### src/hwce_pkg.sv
// hwce_pkg: widths, port counts, register map, engine-state codes, tcdm and cfg structs
`default_nettype none

package hwce_pkg;

  // cluster memory interface
  localparam int TCDM_ADDR_W = 32;
  localparam int TCDM_DATA_W = 32;
  localparam int TCDM_BE_W   = 4;

  // engine has one requester per memory port
  localparam int N_TCDM_PORTS = 4;
  // weight loader shares the lowest ports with the engine
  localparam int N_WL_PORTS   = 2;

  // configuration port
  localparam int CFG_ADDR_W = 8;
  localparam int CFG_DATA_W = 32;
  localparam int CFG_ID_W   = 8;

  // register word addresses
  localparam logic [CFG_ADDR_W-1:0] REG_TRIGGER   = 8'd0;
  localparam logic [CFG_ADDR_W-1:0] REG_STATUS    = 8'd1;
  localparam logic [CFG_ADDR_W-1:0] REG_JOB_COUNT = 8'd2;

  // finished-job counter, wraps
  localparam int JOB_CNT_W = 8;

  // engine states in which the engine asks for a weight reload
  localparam int ENG_STATE_W = 4;
  localparam logic [ENG_STATE_W-1:0] ENG_WL_REQ_A = 4'b0101;
  localparam logic [ENG_STATE_W-1:0] ENG_WL_REQ_B = 4'b1001;

  // one memory request, wen high means read
  typedef struct packed {
    logic                   req;
    logic                   wen;
    logic [TCDM_ADDR_W-1:0] addr;
    logic [TCDM_BE_W-1:0]   be;
    logic [TCDM_DATA_W-1:0] wdata;
  } tcdm_req_t;

  // one memory response
  typedef struct packed {
    logic                   gnt;
    logic                   r_valid;
    logic [TCDM_DATA_W-1:0] r_data;
  } tcdm_rsp_t;

  // configuration request, wen high means read
  typedef struct packed {
    logic                  req;
    logic                  wen;
    logic [CFG_ADDR_W-1:0] addr;
    logic [CFG_DATA_W-1:0] wdata;
    logic [CFG_ID_W-1:0]   id;
  } cfg_req_t;

  // configuration response
  typedef struct packed {
    logic                  r_valid;
    logic [CFG_DATA_W-1:0] r_data;
    logic [CFG_ID_W-1:0]   r_id;
  } cfg_rsp_t;

endpackage

`default_nettype wire

### src/hwce_cfg_slave.sv
// hwce_cfg_slave: register map, one-cycle response with id echo, trigger, busy, job count, interrupt
`timescale 1ns/1ps
`default_nettype none

module hwce_cfg_slave import hwce_pkg::*; (
  input  logic     clk_gated,
  input  logic     rst_n,
  input  cfg_req_t cfg_req_i,
  output cfg_rsp_t cfg_rsp_o,
  input  logic     job_done_i,
  output logic     trigger_o,
  output logic     evt_interrupt_o
);

  logic                  cfg_read;
  logic                  cfg_write;
  logic                  busy_q;
  logic                  evt_q;
  logic [JOB_CNT_W-1:0]  job_cnt_q;
  logic [CFG_DATA_W-1:0] reg_rdata;
  logic                  rsp_valid_q;
  logic [CFG_DATA_W-1:0] rsp_data_q;
  logic [CFG_ID_W-1:0]   rsp_id_q;

  // every request is accepted, there is no grant
  assign cfg_read  = cfg_req_i.req & cfg_req_i.wen;
  assign cfg_write = cfg_req_i.req & ~cfg_req_i.wen;

  // any write to the trigger word starts a job, unless one is running
  assign trigger_o = cfg_write & (cfg_req_i.addr == REG_TRIGGER) & ~busy_q;

  // read decode, unmapped words and the trigger word read as zero
  always_comb begin
    reg_rdata = '0;
    case (cfg_req_i.addr)
      REG_STATUS: begin
        reg_rdata[0] = busy_q;
      end
      REG_JOB_COUNT: begin
        reg_rdata[JOB_CNT_W-1:0] = job_cnt_q;
      end
      default: begin
        reg_rdata = '0;
      end
    endcase
  end

  // job status and completion count
  always_ff @(posedge clk_gated or negedge rst_n) begin
    if (!rst_n) begin
      busy_q    <= 1'b0;
      job_cnt_q <= '0;
      evt_q     <= 1'b0;
    end else begin
      if (trigger_o) begin
        busy_q <= 1'b1;
      end else if (job_done_i) begin
        busy_q <= 1'b0;
      end
      if (job_done_i) begin
        job_cnt_q <= job_cnt_q + 1'b1;
      end
      // interrupt is the done pulse delayed by one cycle
      evt_q <= job_done_i;
    end
  end

  // response valid follows each request by exactly one cycle
  always_ff @(posedge clk_gated or negedge rst_n) begin
    if (!rst_n) begin
      rsp_valid_q <= 1'b0;
    end else begin
      rsp_valid_q <= cfg_req_i.req;
    end
  end

  // response payload, captured with the request
  always_ff @(posedge clk_gated) begin
    if (cfg_req_i.req) begin
      rsp_id_q   <= cfg_req_i.id;
      rsp_data_q <= cfg_read ? reg_rdata : '0;
    end
  end

  assign cfg_rsp_o.r_valid = rsp_valid_q;
  assign cfg_rsp_o.r_data  = rsp_data_q;
  assign cfg_rsp_o.r_id    = rsp_id_q;

  assign evt_interrupt_o = evt_q;

endmodule

`default_nettype wire

### src/hwce_job_seq.sv
// hwce_job_seq: job FSM ordering weight load before engine run, start and done pulses, working flag
`timescale 1ns/1ps
`default_nettype none

module hwce_job_seq (
  input  logic clk_gated,
  input  logic rst_n,
  input  logic trigger_i,
  input  logic wl_complete_i,
  input  logic engine_done_i,
  output logic seq_start_o,
  output logic job_done_o,
  output logic engine_start_o,
  output logic hwce_working_o
);

  typedef enum logic [1:0] {
    SEQ_IDLE,
    SEQ_START,
    SEQ_RUN
  } seq_state_e;

  seq_state_e state_q;
  seq_state_e state_d;
  logic       is_working;
  logic       working_dly_q;
  logic       start_q;

  always_comb begin
    state_d = state_q;
    case (state_q)
      SEQ_IDLE: begin
        if (trigger_i) begin
          state_d = SEQ_START;
        end
      end
      // weights are loaded through the mux before the engine runs
      SEQ_START: begin
        if (wl_complete_i) begin
          state_d = SEQ_RUN;
        end
      end
      SEQ_RUN: begin
        if (engine_done_i) begin
          state_d = SEQ_IDLE;
        end
      end
      default: begin
        state_d = SEQ_IDLE;
      end
    endcase
  end

  always_ff @(posedge clk_gated or negedge rst_n) begin
    if (!rst_n) begin
      state_q       <= SEQ_IDLE;
      start_q       <= 1'b0;
      working_dly_q <= 1'b0;
    end else begin
      state_q       <= state_d;
      // high only on the first cycle in RUN
      start_q       <= (state_q == SEQ_START) & wl_complete_i;
      working_dly_q <= is_working;
    end
  end

  assign is_working  = (state_q != SEQ_IDLE);
  assign seq_start_o = (state_q == SEQ_START);
  assign job_done_o  = (state_q == SEQ_RUN) & engine_done_i;

  assign engine_start_o = start_q;

  // keep the gated clock alive one cycle past the end of the job
  assign hwce_working_o = is_working | working_dly_q;

endmodule

`default_nettype wire

### src/hwce_tcdm_mux.sv
// hwce_tcdm_mux: port ownership FSM, shared-port routing, grant and response-valid masking
`timescale 1ns/1ps
`default_nettype none

module hwce_tcdm_mux import hwce_pkg::*; (
  input  logic                               clk_gated,
  input  logic                               rst_n,
  input  logic [ENG_STATE_W-1:0]             engine_state_i,
  input  logic                               seq_start_i,
  input  logic                               wl_done_i,
  input  tcdm_req_t [N_TCDM_PORTS-1:0]       eng_req_i,
  output tcdm_rsp_t [N_TCDM_PORTS-1:0]       eng_rsp_o,
  input  tcdm_req_t [N_WL_PORTS-1:0]         wl_req_i,
  output tcdm_rsp_t [N_WL_PORTS-1:0]         wl_rsp_o,
  output tcdm_req_t [N_TCDM_PORTS-1:0]       tcdm_req_o,
  input  tcdm_rsp_t [N_TCDM_PORTS-1:0]       tcdm_rsp_i,
  output logic                               wl_complete_o
);

  typedef enum logic [1:0] {
    OWN_ENGINE,
    OWN_WAIT_ENGINE,
    OWN_WEIGHTLOADER
  } owner_e;

  owner_e                    owner_q;
  owner_e                    owner_d;
  logic                      wl_req_state;
  logic                      wl_owner;
  logic [N_TCDM_PORTS-1:0]   eng_owns;
  logic [N_TCDM_PORTS-1:0]   eng_req_q;
  logic [N_WL_PORTS-1:0]     wl_req_q;

  assign wl_req_state = (engine_state_i == ENG_WL_REQ_A) | (engine_state_i == ENG_WL_REQ_B);
  assign wl_owner     = (owner_q == OWN_WEIGHTLOADER);

  always_comb begin
    owner_d = owner_q;
    case (owner_q)
      OWN_ENGINE: begin
        // at job start the engine is idle, so the ports can switch at once
        if (wl_req_state) begin
          owner_d = seq_start_i ? OWN_WEIGHTLOADER : OWN_WAIT_ENGINE;
        end
      end
      // let the engine drain its shared ports before handing them over
      OWN_WAIT_ENGINE: begin
        if (!eng_req_i[0].req && !eng_req_i[1].req) begin
          owner_d = OWN_WEIGHTLOADER;
        end
      end
      OWN_WEIGHTLOADER: begin
        if (wl_done_i) begin
          owner_d = OWN_ENGINE;
        end
      end
      default: begin
        owner_d = OWN_ENGINE;
      end
    endcase
  end

  assign wl_complete_o = wl_owner & wl_done_i;

  // static ports always belong to the engine
  always_comb begin
    for (int p = 0; p < N_TCDM_PORTS; p++) begin
      eng_owns[p] = (p >= N_WL_PORTS) | ~wl_owner;
    end
  end

  // remember which requests were actually on a port, for response-valid masking
  always_ff @(posedge clk_gated or negedge rst_n) begin
    if (!rst_n) begin
      owner_q   <= OWN_ENGINE;
      eng_req_q <= '0;
      wl_req_q  <= '0;
    end else begin
      owner_q <= owner_d;
      for (int p = 0; p < N_TCDM_PORTS; p++) begin
        eng_req_q[p] <= eng_req_i[p].req & eng_owns[p];
      end
      for (int p = 0; p < N_WL_PORTS; p++) begin
        wl_req_q[p] <= wl_req_i[p].req & wl_owner;
      end
    end
  end

  always_comb begin
    for (int p = 0; p < N_TCDM_PORTS; p++) begin
      tcdm_req_o[p]        = eng_owns[p] ? eng_req_i[p] : '0;
      eng_rsp_o[p].gnt     = tcdm_rsp_i[p].gnt & eng_req_i[p].req & eng_owns[p];
      eng_rsp_o[p].r_valid = tcdm_rsp_i[p].r_valid & eng_req_q[p];
      // read data goes to every requester of the port
      eng_rsp_o[p].r_data  = tcdm_rsp_i[p].r_data;
    end
    for (int p = 0; p < N_WL_PORTS; p++) begin
      if (wl_owner) begin
        tcdm_req_o[p] = wl_req_i[p];
      end
      wl_rsp_o[p].gnt     = tcdm_rsp_i[p].gnt & wl_req_i[p].req & wl_owner;
      wl_rsp_o[p].r_valid = tcdm_rsp_i[p].r_valid & wl_req_q[p];
      wl_rsp_o[p].r_data  = tcdm_rsp_i[p].r_data;
    end
  end

endmodule

`default_nettype wire

### src/hwce_wrapper.sv
// hwce_wrapper: top level joining the configuration slave, job sequencer and tcdm port mux
`timescale 1ns/1ps
`default_nettype none

module hwce_wrapper import hwce_pkg::*; (
  input  logic                         clk_gated,
  input  logic                         rst_n,

  // configuration port
  input  cfg_req_t                     cfg_req_i,
  output cfg_rsp_t                     cfg_rsp_o,

  // engine and weight-loader requesters
  input  tcdm_req_t [N_TCDM_PORTS-1:0] eng_req_i,
  output tcdm_rsp_t [N_TCDM_PORTS-1:0] eng_rsp_o,
  input  tcdm_req_t [N_WL_PORTS-1:0]   wl_req_i,
  output tcdm_rsp_t [N_WL_PORTS-1:0]   wl_rsp_o,

  // cluster memory ports
  output tcdm_req_t [N_TCDM_PORTS-1:0] tcdm_req_o,
  input  tcdm_rsp_t [N_TCDM_PORTS-1:0] tcdm_rsp_i,

  // engine control
  input  logic [ENG_STATE_W-1:0]       engine_state_i,
  input  logic                         engine_done_i,
  input  logic                         wl_done_i,
  output logic                         engine_start_o,
  output logic                         evt_interrupt_o,
  output logic                         hwce_working_o
);

  logic trigger;
  logic job_done;
  logic seq_start;
  logic wl_complete;

  hwce_cfg_slave i_cfg_slave (
    .clk_gated       ( clk_gated       ),
    .rst_n           ( rst_n           ),
    .cfg_req_i       ( cfg_req_i       ),
    .cfg_rsp_o       ( cfg_rsp_o       ),
    .job_done_i      ( job_done        ),
    .trigger_o       ( trigger         ),
    .evt_interrupt_o ( evt_interrupt_o )
  );

  hwce_job_seq i_job_seq (
    .clk_gated      ( clk_gated      ),
    .rst_n          ( rst_n          ),
    .trigger_i      ( trigger        ),
    .wl_complete_i  ( wl_complete    ),
    .engine_done_i  ( engine_done_i  ),
    .seq_start_o    ( seq_start      ),
    .job_done_o     ( job_done       ),
    .engine_start_o ( engine_start_o ),
    .hwce_working_o ( hwce_working_o )
  );

  hwce_tcdm_mux i_tcdm_mux (
    .clk_gated      ( clk_gated      ),
    .rst_n          ( rst_n          ),
    .engine_state_i ( engine_state_i ),
    .seq_start_i    ( seq_start      ),
    .wl_done_i      ( wl_done_i      ),
    .eng_req_i      ( eng_req_i      ),
    .eng_rsp_o      ( eng_rsp_o      ),
    .wl_req_i       ( wl_req_i       ),
    .wl_rsp_o       ( wl_rsp_o       ),
    .tcdm_req_o     ( tcdm_req_o     ),
    .tcdm_rsp_i     ( tcdm_rsp_i     ),
    .wl_complete_o  ( wl_complete    )
  );

endmodule

`default_nettype wire

### config.mk
export PLATFORM = sky130hd
export DESIGN_NAME = hwce_wrapper
export DESIGN_NICKNAME = d
export VERILOG_FILES = /design/src/hwce_pkg.sv /design/src/hwce_cfg_slave.sv /design/src/hwce_job_seq.sv /design/src/hwce_tcdm_mux.sv /design/src/hwce_wrapper.sv
export SDC_FILE = /design/constraint.sdc
export NUM_CORES = 1
export LEC_CHECK = 0
export BUFFER_PORTS_ARGS = -buffer_cell sky130_fd_sc_hd__buf_2
export CELL_PAD_IN_SITES_DETAIL_PLACEMENT = 0
export CELL_PAD_IN_SITES_GLOBAL_PLACEMENT = 1
export CORE_AREA = 2 2 451 453
export CTS_CLUSTER_DIAMETER = 100
export CTS_CLUSTER_SIZE = 30
export DETAILED_ROUTE_END_ITERATION = 7
export DIE_AREA = 0 0 453 455
export GPL_ROUTABILITY_DRIVEN = 0
export PLACE_DENSITY = 0.3
export SETUP_SLACK_MARGIN = 0.5
export SLEW_MARGIN = 0
export SYNTH_ARGS = -nofsm -noshare
export SYNTH_HDL_FRONTEND = slang
export SYNTH_HIERARCHICAL = 1
export SYNTH_SLANG_ARGS = --single-unit
export TNS_END_PERCENT = 10
### constraint.sdc
create_clock -name clk_gated -period 3.6 [get_ports clk_gated]
set_clock_uncertainty 0.05 [all_clocks]
set_input_delay 0.72 -clock clk_gated [delete_from_list [all_inputs] [get_ports clk_gated]]
set_output_delay 0.72 -clock clk_gated [all_outputs]
set_load 0.02 [all_outputs]
==> run_results.csv <==
group,metric,value,unit
logic_synthesis,yosys.area_share.simple,0.3165,
worst_setup_path,end_kind,"output port",
placed_design,place_ws,0.6521,ns
power_and_ir_drop,ir_worst_vdd,165.4,uV
worst_setup_path,cp_cell_sequence,"nand2b_4 > buf_12 > buf_4 > nand2_1 > nand2_1 > buf_2",
route,vias,6830,
logic_synthesis,synthAdderAreaFrac,0.002047,
floorplanning,initial_core_util,0.03037,
floorplanning,io_pins,1142,
floorplanning,die_area,0.2061,sq mm
logic_synthesis,synth_top_family_by_area,"buffers and inverters",
logic_synthesis,synth_ff_type,"dfrtp_1",
cts,cts-hold-fix-buffers,0,
cells_and_area,final_area,0.009442,sq mm
power_and_ir_drop,power_density,258.6,mW/mm^2
logic_synthesis,ys_seq_elements,39,
cts,cts-root-buf,"clkbuf_16",
timing,timing.fmax,340.2,MHz
logic_synthesis,synth_area,0.006112,sq mm
global_route,track_usage,0.09141,
cells_and_area,regArea,0.001056,sq mm
cells_and_area,drive_gt1_frac,0.4925,
power_and_ir_drop,leakage,4.132,nW
floorplanning,rows,165,
global_route,grt_pass1_wl,111100,um
cts,tritoncts,"yes",
route,wirelength,100800,um
logic_synthesis,async_flop_share,0.5897,
worst_setup_path,crit_type,"reg2out",
global_route,antenna_found_initial,108,
worst_setup_path,path_delay_family,"simple AND/OR/NAND/NOR gates",
job,max_cap_viol_count,0,
placed_design,place_area,0.009259,sq mm
timing,final-setup-viol-count,0,
timing,rsz0062_at_grt,"no",
timing,hold_slack,0.3696,ns
floorplanning,dieWidth,453,um
cts,cts.sinks,39,
worst_setup_path,cp_common_cell,"nand2_1",
worst_setup_path,max_stage_delay,0.48,ns
logic_synthesis,synthXorXnorAreaFrac,0.01146,
logic_synthesis,ys_types,39,
global_route,grt_max_degree,34,
cells_and_area,final_cells,3754,
logic_synthesis,synth-edff-count,16,
route,drt_first_pass_iters,5,
worst_hold_path,hold_path.class,"in2async",
cts,clock_latency,0.29,ns
worst_setup_path,cp_max_fo,33,
cts,clk_pin_slew,0.07,ns
timing,fin_crit_sh,0.8165,
timing,worstMarginPinSlew,0.5918,ns
floorplanning,core-area,0.2013,sq mm
logic_synthesis,yosys_warnings,6,
cts,cts_buffer_depth,2,
logic_synthesis,synth_compound_area_frac,0.006755,
placed_design,portBuffers,489,
route,via_per_inst,1.819,
cells_and_area,layout.nets,1686,
route,wire_per_inst,26.86,um
global_route,grt_pass1_vias,6033,
run_status,status,"completed",
route,drtIter0Drc,422,
route,ant_nets,0,
cts,h-tree-depth,2,
route,drc,0,
timing,finalSetupTns,0,ns
placed_design,dp.cells,3734,
placed_design,hpwl,95110,um
cells_and_area,final_util,0.04691,
timing,drv_slew,0,
worst_setup_path,crit_buf_inv,3,
global_route,grt-ovfl-total,0,
cells_and_area,syn_to_final_growth,54.47,%
cells_and_area,multiInputGateArea,0.002175,sq mm
logic_synthesis,synth.area.mux_share,0.001842,
worst_setup_path,slowest_stage,"nand2b_4",
timing,max_slew_margin,0.6040,
worst_setup_path,cp.arrival,2.17,ns
timing,fin_ws,0.6605,ns
floorplanning,dieHeight,455,um
worst_setup_path,worstSetupStartpointType,"flip-flop",
power_and_ir_drop,total_power,2.442,mW
logic_synthesis,netlist_instances,921,
timing,timing_hold_violations_final,0,
worst_setup_path,cp_data_required_time,2.83,ns
cells_and_area,fillerInstances,24130,
cts,numCtsBuffers,5,
logic_synthesis,synth-seq-area-share,0.1728,
timing,min_period,2.940,ns
logic_synthesis,syn_avg_cell_area,6.636,sq um
[cell usage in the layout (no fill, tap or decap), types with 4 or more instances in the layout]
cell	netlist	layout
buf_4	359	14
dfrtp_1	23	23
diode_2	0	10
clkbuf_16	0	5
xor2_1	4	4
and3_1	13	13
and2_1	13	13
nand2_1	421	421
edfxtp_1	16	16
buf_2	11	489
buf_12	0	7
conb_1	1	24
xnor2_1	4	4
[area by class of cell]
| type | count | area share |
|---|---|---|
| antenna | 10 | 0.002650 |
| tap | 2672 | 0.3541 |
| timing repair buffer | 510 | 0.2852 |
| inverter | 2 | 0.0007951 |
| multi-input combinational | 513 | 0.2303 |
| clock inverter | 2 | 0.001458 |
| sequential | 39 | 0.1118 |
| clock buffer | 6 | 0.01365 |
[repair_timing]
| action | CTS | global route |
|---|---|---|
| gates resized for setup | 0 | 0 |
| setup endpoints to repair | 2 | 0 |
| setup buffers | 2 | 0 |
[flip-flops by register name (all words and copies together) (netlist names)]
| name | cells |
|---|---|
| i_cfg_slave/busy_q | 1 |
| i_cfg_slave/evt_interrupt_o | 1 |
| i_cfg_slave/job_cnt_q | 8 |
| i_cfg_slave/rsp_data_q | 8 |
| i_cfg_slave/rsp_id_q | 8 |
| i_cfg_slave/rsp_valid_q | 1 |
| i_job_seq/engine_start_o | 1 |
| i_job_seq/state_q | 2 |
| i_job_seq/working_dly_q | 1 |
| i_tcdm_mux/eng_req_q | 4 |
| i_tcdm_mux/owner_q | 2 |
| i_tcdm_mux/wl_req_q | 2 |
[where the power goes]
| part | switching [mW] | internal [mW] |
|---|---|---|
| clock network | 0.203 | 0.258 |
| registers | 0.0153 | 0.488 |
| logic | 1.00 | 0.473 |
| total | 1.22 | 1.22 |
[cells by family (layout without fill, tap and decap cells)]
family	after synthesis	count (layout)
buf+inv	392	520
compound gates	5	5
flops	39	39
xor+xnor	8	8
mux	1	1
simple gates	474	474
fa+ha+maj	1	1
other cells	1	34
[Yosys cell counts (3+ instances only)]
cell	n	share of area
dfrtp_1	23	0.094
nand2_1	421	0.26
and3_1	13	0.013
buf_6	20	0.037
buf_2	11	0.0090
xor2_1	4	0.0057
edfxtp_1	16	0.079
and2_1	13	0.013
nor2_1	3	0.0018
buf_4	359	0.44
xnor2_1	4	0.0057
or2_1	3	0.0031
[routing by layer]
layer | track usage | up-vias | part of all wire
met5 | 0.02344 | - | 0.0073
met4 | 0.01719 | 46 | 0.031
met3 | 0.1234 | 282 | 0.28
met2 | 0.1420 | 906 | 0.44
met1 | 0.06443 | 2867 | 0.25
li1 | - | 2729 | -
[path summary, 6_finish.rpt]
kind                                                       from                                    to  slack, ns  cells after the start
max                           i_tcdm_mux/owner_q[0]$_DFFE_PN0P_                       tcdm_req_o[136]       0.66                      6
min                                                       rst_n      i_tcdm_mux/wl_req_q[0]$_DFF_PN0_       0.37                      1
max reg2reg                   i_tcdm_mux/owner_q[1]$_DFFE_PN0P_      i_job_seq/state_q[1]$_DFFE_PN0P_       1.86                      6
min reg2reg                i_cfg_slave/job_cnt_q[7]$_DFFE_PN0P_  i_cfg_slave/job_cnt_q[7]$_DFFE_PN0P_       0.43                      1
max in group asynchronous                                 rst_n  i_cfg_slave/job_cnt_q[4]$_DFFE_PN0P_       2.73                      1
min in group clk_gated     i_cfg_slave/job_cnt_q[7]$_DFFE_PN0P_  i_cfg_slave/job_cnt_q[7]$_DFFE_PN0P_       0.43                      1
Power figures use the tool's default switching activity.
